--- src/rvCorePkg.sv ---
// Core widths, opcodes, ALU codes, instruction word union, stage register structs, byte swap
`default_nettype none

package rvCorePkg;

    // ==================================================
    // Widths and opcodes
    // ==================================================
    localparam int XLEN        = 32;
    localparam int REG_ADDR_W  = 5;
    localparam int WORD_ADDR_W = 30;

    // Opcode bits 6..2, bits 1..0 must read 2'b11
    localparam logic [4:0] OPC_RTYPE = 5'b01100;
    localparam logic [4:0] OPC_ITYPE = 5'b00100;
    localparam logic [4:0] OPC_LOAD  = 5'b00000;
    localparam logic [4:0] OPC_STORE = 5'b01000;

    typedef enum logic [1:0] {
        ALU_CLASS_ADDR = 2'd0,
        ALU_CLASS_REG  = 2'd1,
        ALU_CLASS_IMM  = 2'd2
    } aluClass_e;

    // Encoded as {funct7 bit 5, funct3}
    typedef enum logic [3:0] {
        ALU_ADD = 4'b0000,
        ALU_SUB = 4'b1000,
        ALU_SLL = 4'b0001,
        ALU_SLT = 4'b0010,
        ALU_XOR = 4'b0100,
        ALU_SRL = 4'b0101,
        ALU_SRA = 4'b1101,
        ALU_OR  = 4'b0110,
        ALU_AND = 4'b0111
    } aluOp_e;

    // ==================================================
    // Instruction word views
    // ==================================================
    typedef struct packed {
        logic [6:0]            funct7;
        logic [REG_ADDR_W-1:0] rs2;
        logic [REG_ADDR_W-1:0] rs1;
        logic [2:0]            funct3;
        logic [REG_ADDR_W-1:0] rd;
        logic [6:0]            opcode;
    } rFields_t;

    typedef struct packed {
        logic [11:0]           imm12;
        logic [REG_ADDR_W-1:0] rs1;
        logic [2:0]            funct3;
        logic [REG_ADDR_W-1:0] rd;
        logic [6:0]            opcode;
    } iFields_t;

    typedef struct packed {
        logic [6:0]            immHi;
        logic [REG_ADDR_W-1:0] rs2;
        logic [REG_ADDR_W-1:0] rs1;
        logic [2:0]            funct3;
        logic [4:0]            immLo;
        logic [6:0]            opcode;
    } sFields_t;

    typedef union packed {
        rFields_t rFields;
        iFields_t iFields;
        sFields_t sFields;
    } instWord_u;

    // ==================================================
    // Pipeline registers and ports
    // ==================================================
    typedef struct packed {
        logic      regWrite;
        logic      memToReg;
        logic      memRead;
        logic      memWrite;
        logic      aluSrc;
        aluClass_e aluClass;
    } ctrlSig_t;

    typedef struct packed {
        ctrlSig_t              ctrl;
        logic [XLEN-1:0]       rdata1;
        logic [XLEN-1:0]       rdata2;
        logic [XLEN-1:0]       imm;
        logic                  funct7Bit;
        logic [2:0]            funct3;
        logic [REG_ADDR_W-1:0] rd;
    } idExReg_t;

    typedef struct packed {
        logic                  regWrite;
        logic                  memToReg;
        logic                  memRead;
        logic                  memWrite;
        logic [XLEN-1:0]       aluOut;
        logic [XLEN-1:0]       storeData;
        logic [REG_ADDR_W-1:0] rd;
    } exMemReg_t;

    typedef struct packed {
        logic                  regWrite;
        logic                  memToReg;
        logic [XLEN-1:0]       aluOut;
        logic [XLEN-1:0]       loadData;
        logic [REG_ADDR_W-1:0] rd;
    } memWbReg_t;

    typedef struct packed {
        logic                   ren;
        logic                   wen;
        logic [WORD_ADDR_W-1:0] addr;
        logic [XLEN-1:0]        wdata;
    } dataReq_t;

    typedef struct packed {
        logic                  en;
        logic [REG_ADDR_W-1:0] addr;
        logic [XLEN-1:0]       data;
    } wbPort_t;

    // Big-endian memory side, little-endian core side
    function automatic logic [XLEN-1:0] byteSwap(input logic [XLEN-1:0] word);
        return {word[7:0], word[15:8], word[23:16], word[31:24]};
    endfunction

endpackage

`default_nettype wire

--- src/fetchStage.sv ---
// Fetch stage: program counter, instruction byte swap, fetch/decode register
`timescale 1ns/1ps
`default_nettype none

module fetchStage (
    input  wire                               clk,
    input  wire                               rst_n,
    input  wire                               stall,
    output logic [rvCorePkg::WORD_ADDR_W-1:0] iAddr,
    input  wire  [rvCorePkg::XLEN-1:0]        iRdata,
    output rvCorePkg::instWord_u              instWord
);
    import rvCorePkg::*;

    logic [XLEN-1:0] pc;

    // Byte address, only sequential flow
    always_ff @(posedge clk or negedge rst_n) begin
        if (!rst_n) begin
            pc <= '0;
        end else if (!stall) begin
            pc <= pc + XLEN'(4);
        end
    end

    assign iAddr = pc[XLEN-1:2];

    // Zero word decodes as a bubble
    always_ff @(posedge clk or negedge rst_n) begin
        if (!rst_n) begin
            instWord <= '0;
        end else if (!stall) begin
            instWord <= byteSwap(iRdata);
        end
    end

endmodule

`default_nettype wire

--- src/regFile.sv ---
// Register file: 31 writable registers, zero register, two read ports, one write port
`timescale 1ns/1ps
`default_nettype none

module regFile (
    input  wire                              clk,
    input  wire                              rst_n,
    input  wire rvCorePkg::wbPort_t          wb,
    input  wire  [rvCorePkg::REG_ADDR_W-1:0] rs1,
    input  wire  [rvCorePkg::REG_ADDR_W-1:0] rs2,
    output logic [rvCorePkg::XLEN-1:0]       rdata1,
    output logic [rvCorePkg::XLEN-1:0]       rdata2
);
    import rvCorePkg::*;

    // x0 has no storage
    logic [XLEN-1:0] regs [1:31];

    always_ff @(posedge clk or negedge rst_n) begin
        if (!rst_n) begin
            for (int i = 1; i < 32; i++) begin
                regs[i] <= '0;
            end
        end else if (wb.en && (wb.addr != '0)) begin
            regs[wb.addr] <= wb.data;
        end
    end

    // No write-through, a write shows up one cycle later
    assign rdata1 = (rs1 == '0) ? '0 : regs[rs1];
    assign rdata2 = (rs2 == '0) ? '0 : regs[rs2];

endmodule

`default_nettype wire

--- src/decodeStage.sv ---
// Decode stage: control decode, immediate generation, operand read, decode/execute register
`timescale 1ns/1ps
`default_nettype none

module decodeStage (
    input  wire                       clk,
    input  wire                       rst_n,
    input  wire                       stall,
    input  wire rvCorePkg::instWord_u instWord,
    input  wire rvCorePkg::wbPort_t   wb,
    output rvCorePkg::idExReg_t       idEx
);
    import rvCorePkg::*;

    ctrlSig_t        ctrl;
    logic [XLEN-1:0] iImm;
    logic [XLEN-1:0] sImm;
    logic [XLEN-1:0] imm;
    logic [XLEN-1:0] rdata1;
    logic [XLEN-1:0] rdata2;
    idExReg_t        idExNext;

    // ==================================================
    // Control decode
    // ==================================================
    always_comb begin
        ctrl = '0;
        if (instWord.rFields.opcode[1:0] == 2'b11) begin
            case (instWord.rFields.opcode[6:2])
                OPC_RTYPE: begin
                    ctrl.regWrite = 1'b1;
                    ctrl.aluClass = ALU_CLASS_REG;
                end
                OPC_ITYPE: begin
                    ctrl.regWrite = 1'b1;
                    ctrl.aluSrc   = 1'b1;
                    ctrl.aluClass = ALU_CLASS_IMM;
                end
                OPC_LOAD: begin
                    ctrl.regWrite = 1'b1;
                    ctrl.memToReg = 1'b1;
                    ctrl.memRead  = 1'b1;
                    ctrl.aluSrc   = 1'b1;
                    ctrl.aluClass = ALU_CLASS_ADDR;
                end
                OPC_STORE: begin
                    ctrl.memWrite = 1'b1;
                    ctrl.aluSrc   = 1'b1;
                    ctrl.aluClass = ALU_CLASS_ADDR;
                end
                default: begin
                    ctrl = '0;
                end
            endcase
        end
    end

    // Sign-extended immediates from the I and S views
    assign iImm = {{(XLEN-12){instWord.iFields.imm12[11]}}, instWord.iFields.imm12};
    assign sImm = {{(XLEN-12){instWord.sFields.immHi[6]}},
                   instWord.sFields.immHi, instWord.sFields.immLo};
    assign imm  = ctrl.memWrite ? sImm : iImm;

    regFile uRegFile (
        .clk    (clk),
        .rst_n  (rst_n),
        .wb     (wb),
        .rs1    (instWord.rFields.rs1),
        .rs2    (instWord.rFields.rs2),
        .rdata1 (rdata1),
        .rdata2 (rdata2)
    );

    always_comb begin
        idExNext.ctrl      = ctrl;
        idExNext.rdata1    = rdata1;
        idExNext.rdata2    = rdata2;
        idExNext.imm       = imm;
        idExNext.funct7Bit = instWord.rFields.funct7[5];
        idExNext.funct3    = instWord.rFields.funct3;
        idExNext.rd        = instWord.rFields.rd;
    end

    always_ff @(posedge clk or negedge rst_n) begin
        if (!rst_n) begin
            idEx <= '0;
        end else if (!stall) begin
            idEx <= idExNext;
        end
    end

endmodule

`default_nettype wire

--- src/executeStage.sv ---
// Execute stage: ALU control mapping, ALU, store data swap, execute/memory register
`timescale 1ns/1ps
`default_nettype none

module executeStage (
    input  wire                      clk,
    input  wire                      rst_n,
    input  wire                      stall,
    input  wire rvCorePkg::idExReg_t idEx,
    output rvCorePkg::exMemReg_t     exMem
);
    import rvCorePkg::*;

    aluOp_e          aluOp;
    logic [XLEN-1:0] opA;
    logic [XLEN-1:0] opB;
    logic [4:0]      shamt;
    logic [XLEN-1:0] aluOut;
    exMemReg_t       exMemNext;

    // ==================================================
    // ALU control
    // ==================================================
    always_comb begin
        aluOp = ALU_ADD;
        case (idEx.ctrl.aluClass)
            ALU_CLASS_REG: begin
                case ({idEx.funct7Bit, idEx.funct3})
                    4'b0000: aluOp = ALU_ADD;
                    4'b1000: aluOp = ALU_SUB;
                    4'b0001: aluOp = ALU_SLL;
                    4'b0010: aluOp = ALU_SLT;
                    4'b0100: aluOp = ALU_XOR;
                    4'b0101: aluOp = ALU_SRL;
                    4'b1101: aluOp = ALU_SRA;
                    4'b0110: aluOp = ALU_OR;
                    4'b0111: aluOp = ALU_AND;
                    default: aluOp = ALU_ADD;
                endcase
            end
            ALU_CLASS_IMM: begin
                // Bit 30 is part of the immediate except on right shifts
                case (idEx.funct3)
                    3'b000:  aluOp = ALU_ADD;
                    3'b001:  aluOp = ALU_SLL;
                    3'b010:  aluOp = ALU_SLT;
                    3'b100:  aluOp = ALU_XOR;
                    3'b101:  aluOp = idEx.funct7Bit ? ALU_SRA : ALU_SRL;
                    3'b110:  aluOp = ALU_OR;
                    3'b111:  aluOp = ALU_AND;
                    default: aluOp = ALU_ADD;
                endcase
            end
            default: begin
                // Load and store address
                aluOp = ALU_ADD;
            end
        endcase
    end

    // ==================================================
    // ALU
    // ==================================================
    assign opA   = idEx.rdata1;
    assign opB   = idEx.ctrl.aluSrc ? idEx.imm : idEx.rdata2;
    assign shamt = opB[4:0];

    always_comb begin
        case (aluOp)
            ALU_ADD: aluOut = opA + opB;
            ALU_SUB: aluOut = opA - opB;
            ALU_SLL: aluOut = opA << shamt;
            ALU_SLT: aluOut = {{(XLEN-1){1'b0}}, $signed(opA) < $signed(opB)};
            ALU_XOR: aluOut = opA ^ opB;
            ALU_SRL: aluOut = opA >> shamt;
            ALU_SRA: aluOut = $unsigned($signed(opA) >>> shamt);
            ALU_OR:  aluOut = opA | opB;
            ALU_AND: aluOut = opA & opB;
            default: aluOut = opA + opB;
        endcase
    end

    always_comb begin
        exMemNext.regWrite  = idEx.ctrl.regWrite;
        exMemNext.memToReg  = idEx.ctrl.memToReg;
        exMemNext.memRead   = idEx.ctrl.memRead;
        exMemNext.memWrite  = idEx.ctrl.memWrite;
        exMemNext.aluOut    = aluOut;
        exMemNext.storeData = byteSwap(idEx.rdata2);
        exMemNext.rd        = idEx.rd;
    end

    always_ff @(posedge clk or negedge rst_n) begin
        if (!rst_n) begin
            exMem <= '0;
        end else if (!stall) begin
            exMem <= exMemNext;
        end
    end

endmodule

`default_nettype wire

--- src/memWriteback.sv ---
// Memory and writeback: data port request, load capture, memory/writeback register, result select
`timescale 1ns/1ps
`default_nettype none

module memWriteback (
    input  wire                        clk,
    input  wire                        rst_n,
    input  wire                        stall,
    input  wire rvCorePkg::exMemReg_t  exMem,
    output rvCorePkg::dataReq_t        dReq,
    input  wire  [rvCorePkg::XLEN-1:0] dRdata,
    output rvCorePkg::wbPort_t         wb
);
    import rvCorePkg::*;

    memWbReg_t memWb;
    memWbReg_t memWbNext;

    // Request straight from the execute/memory register
    assign dReq.ren   = exMem.memRead;
    // Write only on the edge where the pipe moves on, so it lands once
    assign dReq.wen   = exMem.memWrite & ~stall;
    assign dReq.addr  = exMem.aluOut[XLEN-1:2];
    assign dReq.wdata = exMem.storeData;

    always_comb begin
        memWbNext.regWrite = exMem.regWrite;
        memWbNext.memToReg = exMem.memToReg;
        memWbNext.aluOut   = exMem.aluOut;
        memWbNext.loadData = dRdata;
        memWbNext.rd       = exMem.rd;
    end

    always_ff @(posedge clk or negedge rst_n) begin
        if (!rst_n) begin
            memWb <= '0;
        end else if (!stall) begin
            memWb <= memWbNext;
        end
    end

    // Load data kept in memory order until here
    assign wb.en   = memWb.regWrite;
    assign wb.addr = memWb.rd;
    assign wb.data = memWb.memToReg ? byteSwap(memWb.loadData) : memWb.aluOut;

endmodule

`default_nettype wire

--- src/rvPipelineTop.sv ---
// Pipeline top level: global stall and wiring of fetch, decode, execute and memory/writeback
`timescale 1ns/1ps
`default_nettype none

module rvPipelineTop (
    input  wire                               clk,
    input  wire                               rst_n,
    output logic [rvCorePkg::WORD_ADDR_W-1:0] iAddr,
    input  wire  [rvCorePkg::XLEN-1:0]        iRdata,
    input  wire                               iStall,
    output rvCorePkg::dataReq_t               dReq,
    input  wire  [rvCorePkg::XLEN-1:0]        dRdata,
    input  wire                               dStall
);
    import rvCorePkg::*;

    logic      stall;
    instWord_u instWord;
    idExReg_t  idEx;
    exMemReg_t exMem;
    wbPort_t   wb;

    // Either port stalling freezes the whole pipe
    assign stall = iStall | dStall;

    fetchStage uFetch (
        .clk      (clk),
        .rst_n    (rst_n),
        .stall    (stall),
        .iAddr    (iAddr),
        .iRdata   (iRdata),
        .instWord (instWord)
    );

    decodeStage uDecode (
        .clk      (clk),
        .rst_n    (rst_n),
        .stall    (stall),
        .instWord (instWord),
        .wb       (wb),
        .idEx     (idEx)
    );

    executeStage uExecute (
        .clk   (clk),
        .rst_n (rst_n),
        .stall (stall),
        .idEx  (idEx),
        .exMem (exMem)
    );

    memWriteback uMemWb (
        .clk    (clk),
        .rst_n  (rst_n),
        .stall  (stall),
        .exMem  (exMem),
        .dReq   (dReq),
        .dRdata (dRdata),
        .wb     (wb)
    );

endmodule

`default_nettype wire

--- config.mk ---
export PLATFORM = sky130hd
export DESIGN_NAME = rvPipelineTop
export DESIGN_NICKNAME = d
export VERILOG_FILES = /design/src/rvCorePkg.sv /design/src/fetchStage.sv /design/src/regFile.sv /design/src/decodeStage.sv /design/src/executeStage.sv /design/src/memWriteback.sv /design/src/rvPipelineTop.sv
export SDC_FILE = /design/constraint.sdc
export NUM_CORES = 2
export LEC_CHECK = 0
export BUFFER_PORTS_ARGS = -buffer_cell sky130_fd_sc_hd__buf_2
export CAP_MARGIN = 20
export CORE_MARGIN = 2
export CORE_UTILIZATION = 55
export CTS_BUF_LIST = sky130_fd_sc_hd__clkbuf_4
export DETAILED_ROUTE_END_ITERATION = 8
export GPL_TIMING_DRIVEN = 0
export HOLD_SLACK_MARGIN = 0.12
export PLACE_DENSITY = 0.8
export SYNTH_ARGS = -nofsm -noshare
export SYNTH_HDL_FRONTEND = slang
export SYNTH_SLANG_ARGS = --single-unit
--- constraint.sdc ---
create_clock -name clk -period 10.63 [get_ports clk]
set_input_delay 0.5315 -clock clk [delete_from_list [all_inputs] [get_ports clk]]
set_output_delay 0.5315 -clock clk [all_outputs]
set_load 0.05 [all_outputs]
== Yosys cells after proc, flatten, opt, wreduce, memory -nomap -nowiden ==
Memory sizes are Yosys's and may differ from the RTL's.
Index checks and enable logic that the tools add are counted.
Storage, ports and cells
  register bits after elaboration: 1292
  memory bits (read-only): 64
  bits of input ports: 68
  word-level logic and storage cells: 130
  memories kept: 1
Operators by class
  $add $sub $neg: 3
  magnitude comparators: 5
  equal/unequal tests: 20
  shift operators: 3
  multiplexer cells: 24
  bitwise operators: 9
  reductions and logical operators: 8
Memories
  (name not given): words 16, width 4, rd ports 1, clocked after Yosys merged registers in 0, wr ports 0, line executeStage.sv:28  | case ({idEx.funct7Bit, idEx.funct3})
Operator list (number)
  $bwmux W992: 1
  $bmux W32 S5: 2
  $mux W32: 9
  $pmux W32 S8: 1
  $demux W32 S5: 1
  $add A32 B3 Y32 const B: 1
  $add A32 B32 Y32: 1
  $and A32 B32 Y32: 1
  $lt A32 B32 Y1: 1
  $or A32 B32 Y32: 1
  $shl A32 B5 Y32: 1
  $shr A32 B5 Y32: 1
  $sshr A32 B5 Y32: 1
  $sub A32 B32 Y32: 1
  $xor A32 B32 Y32: 1
  $pmux W4 S6: 1
  $ge A6 B6 Y1 const B: 3
  $not A5 Y6: 3
  $eq A4 B3 Y1 const B: 4
  $logic_not A5 Y1: 3
  $eq A3 B3 Y1 const B: 4
  $eq A5 B4 Y1 const B: 2
  $eq A4 B4 Y1 const B: 2
  $pmux W4 S2: 1
  20 further kinds: 25

== Longest topological paths before layout ==
  word-level depth: 6
  depth in mapped cells: 18
  mapped depth without buffers: 15

== Cells and area by module ==
From an unflattened synthesis, not the netlist that was laid out.
Unflattened totals
  cell total of the unflattened synthesis: 5913
  area, all modules: 75053.2 sq um
Modules (own cells, without submodules)
  regFile: instances 1, cells an instance 3628, area each 52949.5 sq um, sequential area each 24823.8 sq um
  executeStage: instances 1, cells an instance 1602, area each 12016.5 sq um, sequential area each 1826.8 sq um
  memWriteback: instances 1, cells an instance 256, area each 3923.8 sq um, sequential area each 1776.7 sq um
  decodeStage: instances 1, cells an instance 241, area each 3609.7 sq um, sequential area each 2252.2 sq um
  fetchStage: instances 1, cells an instance 185, area each 2547.4 sq um, sequential area each 1551.5 sq um
  rvPipelineTop: instances 1, cells an instance 1, area each 6.3 sq um, sequential area each 0.0 sq um

== Worst setup path before layout ==
Ideal clock, no wire load.
  path type: reg-to-reg
  from: reg uDecode.idEx[107] (netlist name)
  to: reg uExecute.exMem[65] (netlist name)
  library setup time: 126 ps
  arrival time: 3672 ps
  slack: 6832 ps
  cell stages (with the launch flop): 15
  period minus slack after synthesis: 3798 ps
  cell sequence: dfrtp_1 > buf_6 > mux2i_1 > clkbuf_1 > clkbuf_1 > ha_1 > buf_2 > o41ai_2 > nand4_1 > a31oi_1 > o31ai_2 > a221oi_2 > xor2_1 > nor2_1 > o32a_1
On the way
  cells in the longest elaborated chain, start to end: 3
  elaborated cells between the ends (all ways): 10
  classes of those cells: 2 x add/sub; 3 x shift; 2 x mux; 3 x bitwise
Ends and longest elaborated chain
  $mux W32 (*): line executeStage.sv:65  | assign opB = idEx.ctrl.aluSrc ? idEx.imm : idEx.rdata2;
  $add A32 B32 Y32, or another cell as far along: line executeStage.sv:70, executeStage.sv:79
  $pmux W32 S8 (*): line executeStage.sv:69  | case (aluOp)
Every way passes the cells marked *; elsewhere a longest branch is shown, timed or not.
A chain may end at the register's enable or synchronous reset.

== Final worst setup path ==
  from: reg uDecode.idEx[107] (netlist name)
  to: reg uExecute.exMem[37] (netlist name)
On the way
  cells in the longest elaborated chain, start to end: 3
  elaborated cells between the ends (all ways): 11
  classes of those cells: 2 x add/sub; 1 x order compare; 3 x shift; 2 x mux; 3 x bitwise
Ends and longest elaborated chain (line)
  $mux W32 (*): executeStage.sv:65
  $add A32 B32 Y32, or another cell as far along: executeStage.sv:70, executeStage.sv:79
  $pmux W32 S8 (*): executeStage.sv:69
Marks and branches as above.

==> results.toml <==
[detailed_routing]
drt-vias-per-instance = 6.70
first_iter_violations = 8253
route.detailed.drc = 0
dr.pass1.iters = 8
vias = 63600
wire_per_inst_um = 32.5
final_antenna_net_count = 0
drt-total-wl_um = 309000

[yosys]
synthArstFlopShare_pct = 100
synth_cell_type_count = 87
synthFlopType = "dfrtp_1"
ys_warn_count = 0
synth_area_per_cell_um2 = 10.4
netlist.area_leader.share_pct = 45.2
synthesis.nets = 7041
yosysSeqAreaShare_pct = 45.2
synth_top_area_cell = "dfrtp_1"
syn-cell-area_um2 = 71200
synth_area_leaders = "dfrtp_1, mux4_2, nand2_1"
netlist_instances = 6856
synth_edf_count = 0
ys_seq_elements = 1287

[sta]
timing.final.crit_share_pct = 65.0
setup_ws_ns = 3.72
holdWs_ns = 0.170
setup_violations = 0
clock.fmax_ghz = 0.145
fin_setup_tns_ns = 0
hold_viol = 0
worstMarginPinSlew_ns = 1.29
rsz0062_at_grt = "no"
final.min_clock_period_ns = 6.91
skew_ns = 0.208
relSlewSlack_pct = 14.0
slew_violations = 0

[status]
status = "finished, final reports clean"

[floorplan]
initial_core_util_pct = 55.6
ios = 162
dieWidth_um = 364
fp.dieH_um = 364
rows = 131
core_area_um2 = 128000
dieArea_um2 = 132000

[cells_and_area]
synthToLayoutAreaGrowth_pct = 12.6
drive_gt1_share_pct = 19.5
final_nets = 7719
layout_common_cells = "dfrtp_1, nand2_1, a21oi_1"
n_fill_cell = 10300
final_common_cell = "dfrtp_1"

[power_and_ir_drop]
p_clk_share_pct = 28.1
swShare_pct = 39.5
ir_worst_vdd_uv = 145
power_density_nw_per_um2 = 193
p_switching_mw = 6.13
internal-power_mw = 9.37
seqPwrFrac_pct = 38.8
p_comb_share_pct = 33.2
p_leak_nw = 35.5

[grt]
grt_pass1_vias = 63400
antenna_found_initial = 14
gr-total-overflow = 0
grt_pass1_wl_um = 438000
grt_max_degree = 181
grt_usage_pct = 46.8

[critical_path]
crit_required_ns = 11.80
crit_fanout = 11
start_kind = "flip-flop"
cpMaxStageDelayCell = "mux2i_2"
critPathCaptureType = "flip-flop"
path_class = "flip-flop to flip-flop"
cp_data_arrival_time_ns = 8.08
worstPathCellList = "buf_6 > mux2i_2 > clkbuf_1 > buf_1 > ha_1 > inv_1 > a21oi_1 > o41ai_2 > nand4_1 > a31oi_1 > o31ai_2 > a221oi_2 > a2111oi_1 > buf_2 > o22a_1"
max_stage_delay_ns = 0.94

[clock_tree]
h-tree-depth = 5
cts_tree = "done"
post_cts_buffers = 0
path_clk_slew_ns = 0.08
cts_sinks = 1287
clk_latency_ns = 1.36
cts_resized = 0
clockRootBuffer = "clkbuf_4"
cts_buffer_depth = 4
cts_buffers = 352

[place]
dp_hpwl_um = 243000
place_ws_ns = 4.16
gp_congestion = 1.07
portBuffers = 161

[job]
cap_violations = 0

[worst_hold_path]
hp-class = "input port to flip-flop"
## cell type report
cell class | instances | area [um2] | share of cell area (%)
Sequential cell | 1287 | 32200 | 40.2
Clock buffer | 478 | 3590 | 4.48
Multi-Input combinational cell | 4754 | 35600 | 44.4
Tap cell | 1729 | 2160 | 2.70
Buffer | 680 | 2920 | 3.64
Clock inverter | 97 | 460 | 0.574
Inverter | 135 | 507 | 0.632
Antenna cell | 11 | 27.5 | 0.0343
Timing Repair Buffer | 324 | 2690 | 3.36
## repair_timing
item                                    CTS  global route
hold endpoints to repair                274             0
endpoints found under the setup margin    0             0
hold buffers                            122             0
## metal layers
layer	up-vias	track usage, %	share of wire [%]
met2	4567	74.1	46
met4	26	37.7	9.5
met1	31600	53.4	34
met5	-	0.218	0.088
met3	1378	13.1	10
li1	26000	-	-
## cells in the mapped netlist (all sizes together) (13+ instances only)
library cell     n
a22o            33
nor2b           17
inv            134
nand3           42
nor3            39
mux4           583
dfrtp         1287
o211ai          25
mux2            36
o31ai           18
a21oi          734
mux2i          234
a31oi           19
nand4           16
ha             115
xnor2           55
nor4            13
o22ai           69
nand2b          13
buf            176
a221oi          27
clkbuf         504
nand2         1092
a21o            14
o21bai          18
a211oi          15
o21ai          636
nor2           703
## path summary, 6_finish.rpt
kind / to / startpoint / slack, ns / depth (start not counted)
max: uExecute.exMem[37] / uDecode.idEx[107] / 3.72 / 15
min: uFetch.instWord[22] / iRdata[14] / 0.17 / 4
max reg2reg: uExecute.exMem[37] / uDecode.idEx[107] / 3.72 / 15
min reg2reg: uFetch.pc[31] / uFetch.pc[31] / 0.47 / 1
max in group asynchronous: uMemWb.memWb[33] / rst_n / 7.14 / 7
min in group asynchronous: uDecode.uRegFile.regs[756] / rst_n / 0.29 / 4
## worst max-delay path: cells and delay by family, from the launching register on
family	cells	cell delay, ns
AO/OA/AOI/OAI	7	2.56
buffers and inverters	5	2.05
multiplexers	1	0.94
adder cells (fa/ha/maj)	1	0.46
flip-flops	1	0.37
AND/OR/NAND/NOR	1	0.32
## logic make-up (layout without fill, tap and decap cells)
group	Yosys count	after routing	share of synthesized area, %
simple gates	2003	2003	11.2
compound gates	1716	1716	13.5
flops	1287	1287	45.2
mux	853	853	22.3
buf+inv	815	1714	4.80
fa+ha+maj	117	117	2.08
xor+xnor	65	65	0.800
other cells	0	11	0
## metrics by stage
| step | cell area, um2 | util, % | power [mW] | cells |
|---|---|---|---|---|
| 3_5_place_dp | 74700 | 58.4 | 10.9 | 8777 |
| 6_report | 80200 | 62.6 | 15.5 | 9495 |
| 5_1_grt | 80100 | 62.6 | 16.0 | 9485 |
| 3_3_place_gp | 74200 | 57.9 | 10.8 | 8746 |
| 2_1_floorplan | 71200 | - | 8.94 | 6856 |
| 4_1_cts | 80000 | 62.5 | 15.2 | 9474 |
## power groups by stage
stage / Clock [mW] / Sequential (mW) / Combinational (mW)
floorplan: 0 / 5.88 / 3.07
global placement: 0 / 6.01 / 4.79
CTS: 4.32 / 5.96 / 4.92
detailed placement: 0 / 6.04 / 4.88
global route: 4.59 / 6.04 / 5.33
finish: 4.35 / 6.01 / 5.14
## registers in the layout, summed over array words and instances, names as in the netlist
register               flops
uFetch.pc                 30
uMemWb.memWb              65
uDecode.idEx              90
uFetch.instWord           32
uDecode.uRegFile.regs    992
uMemWb.wb                  6
uExecute.exMem            72
(Power assumes the default switching activity.)
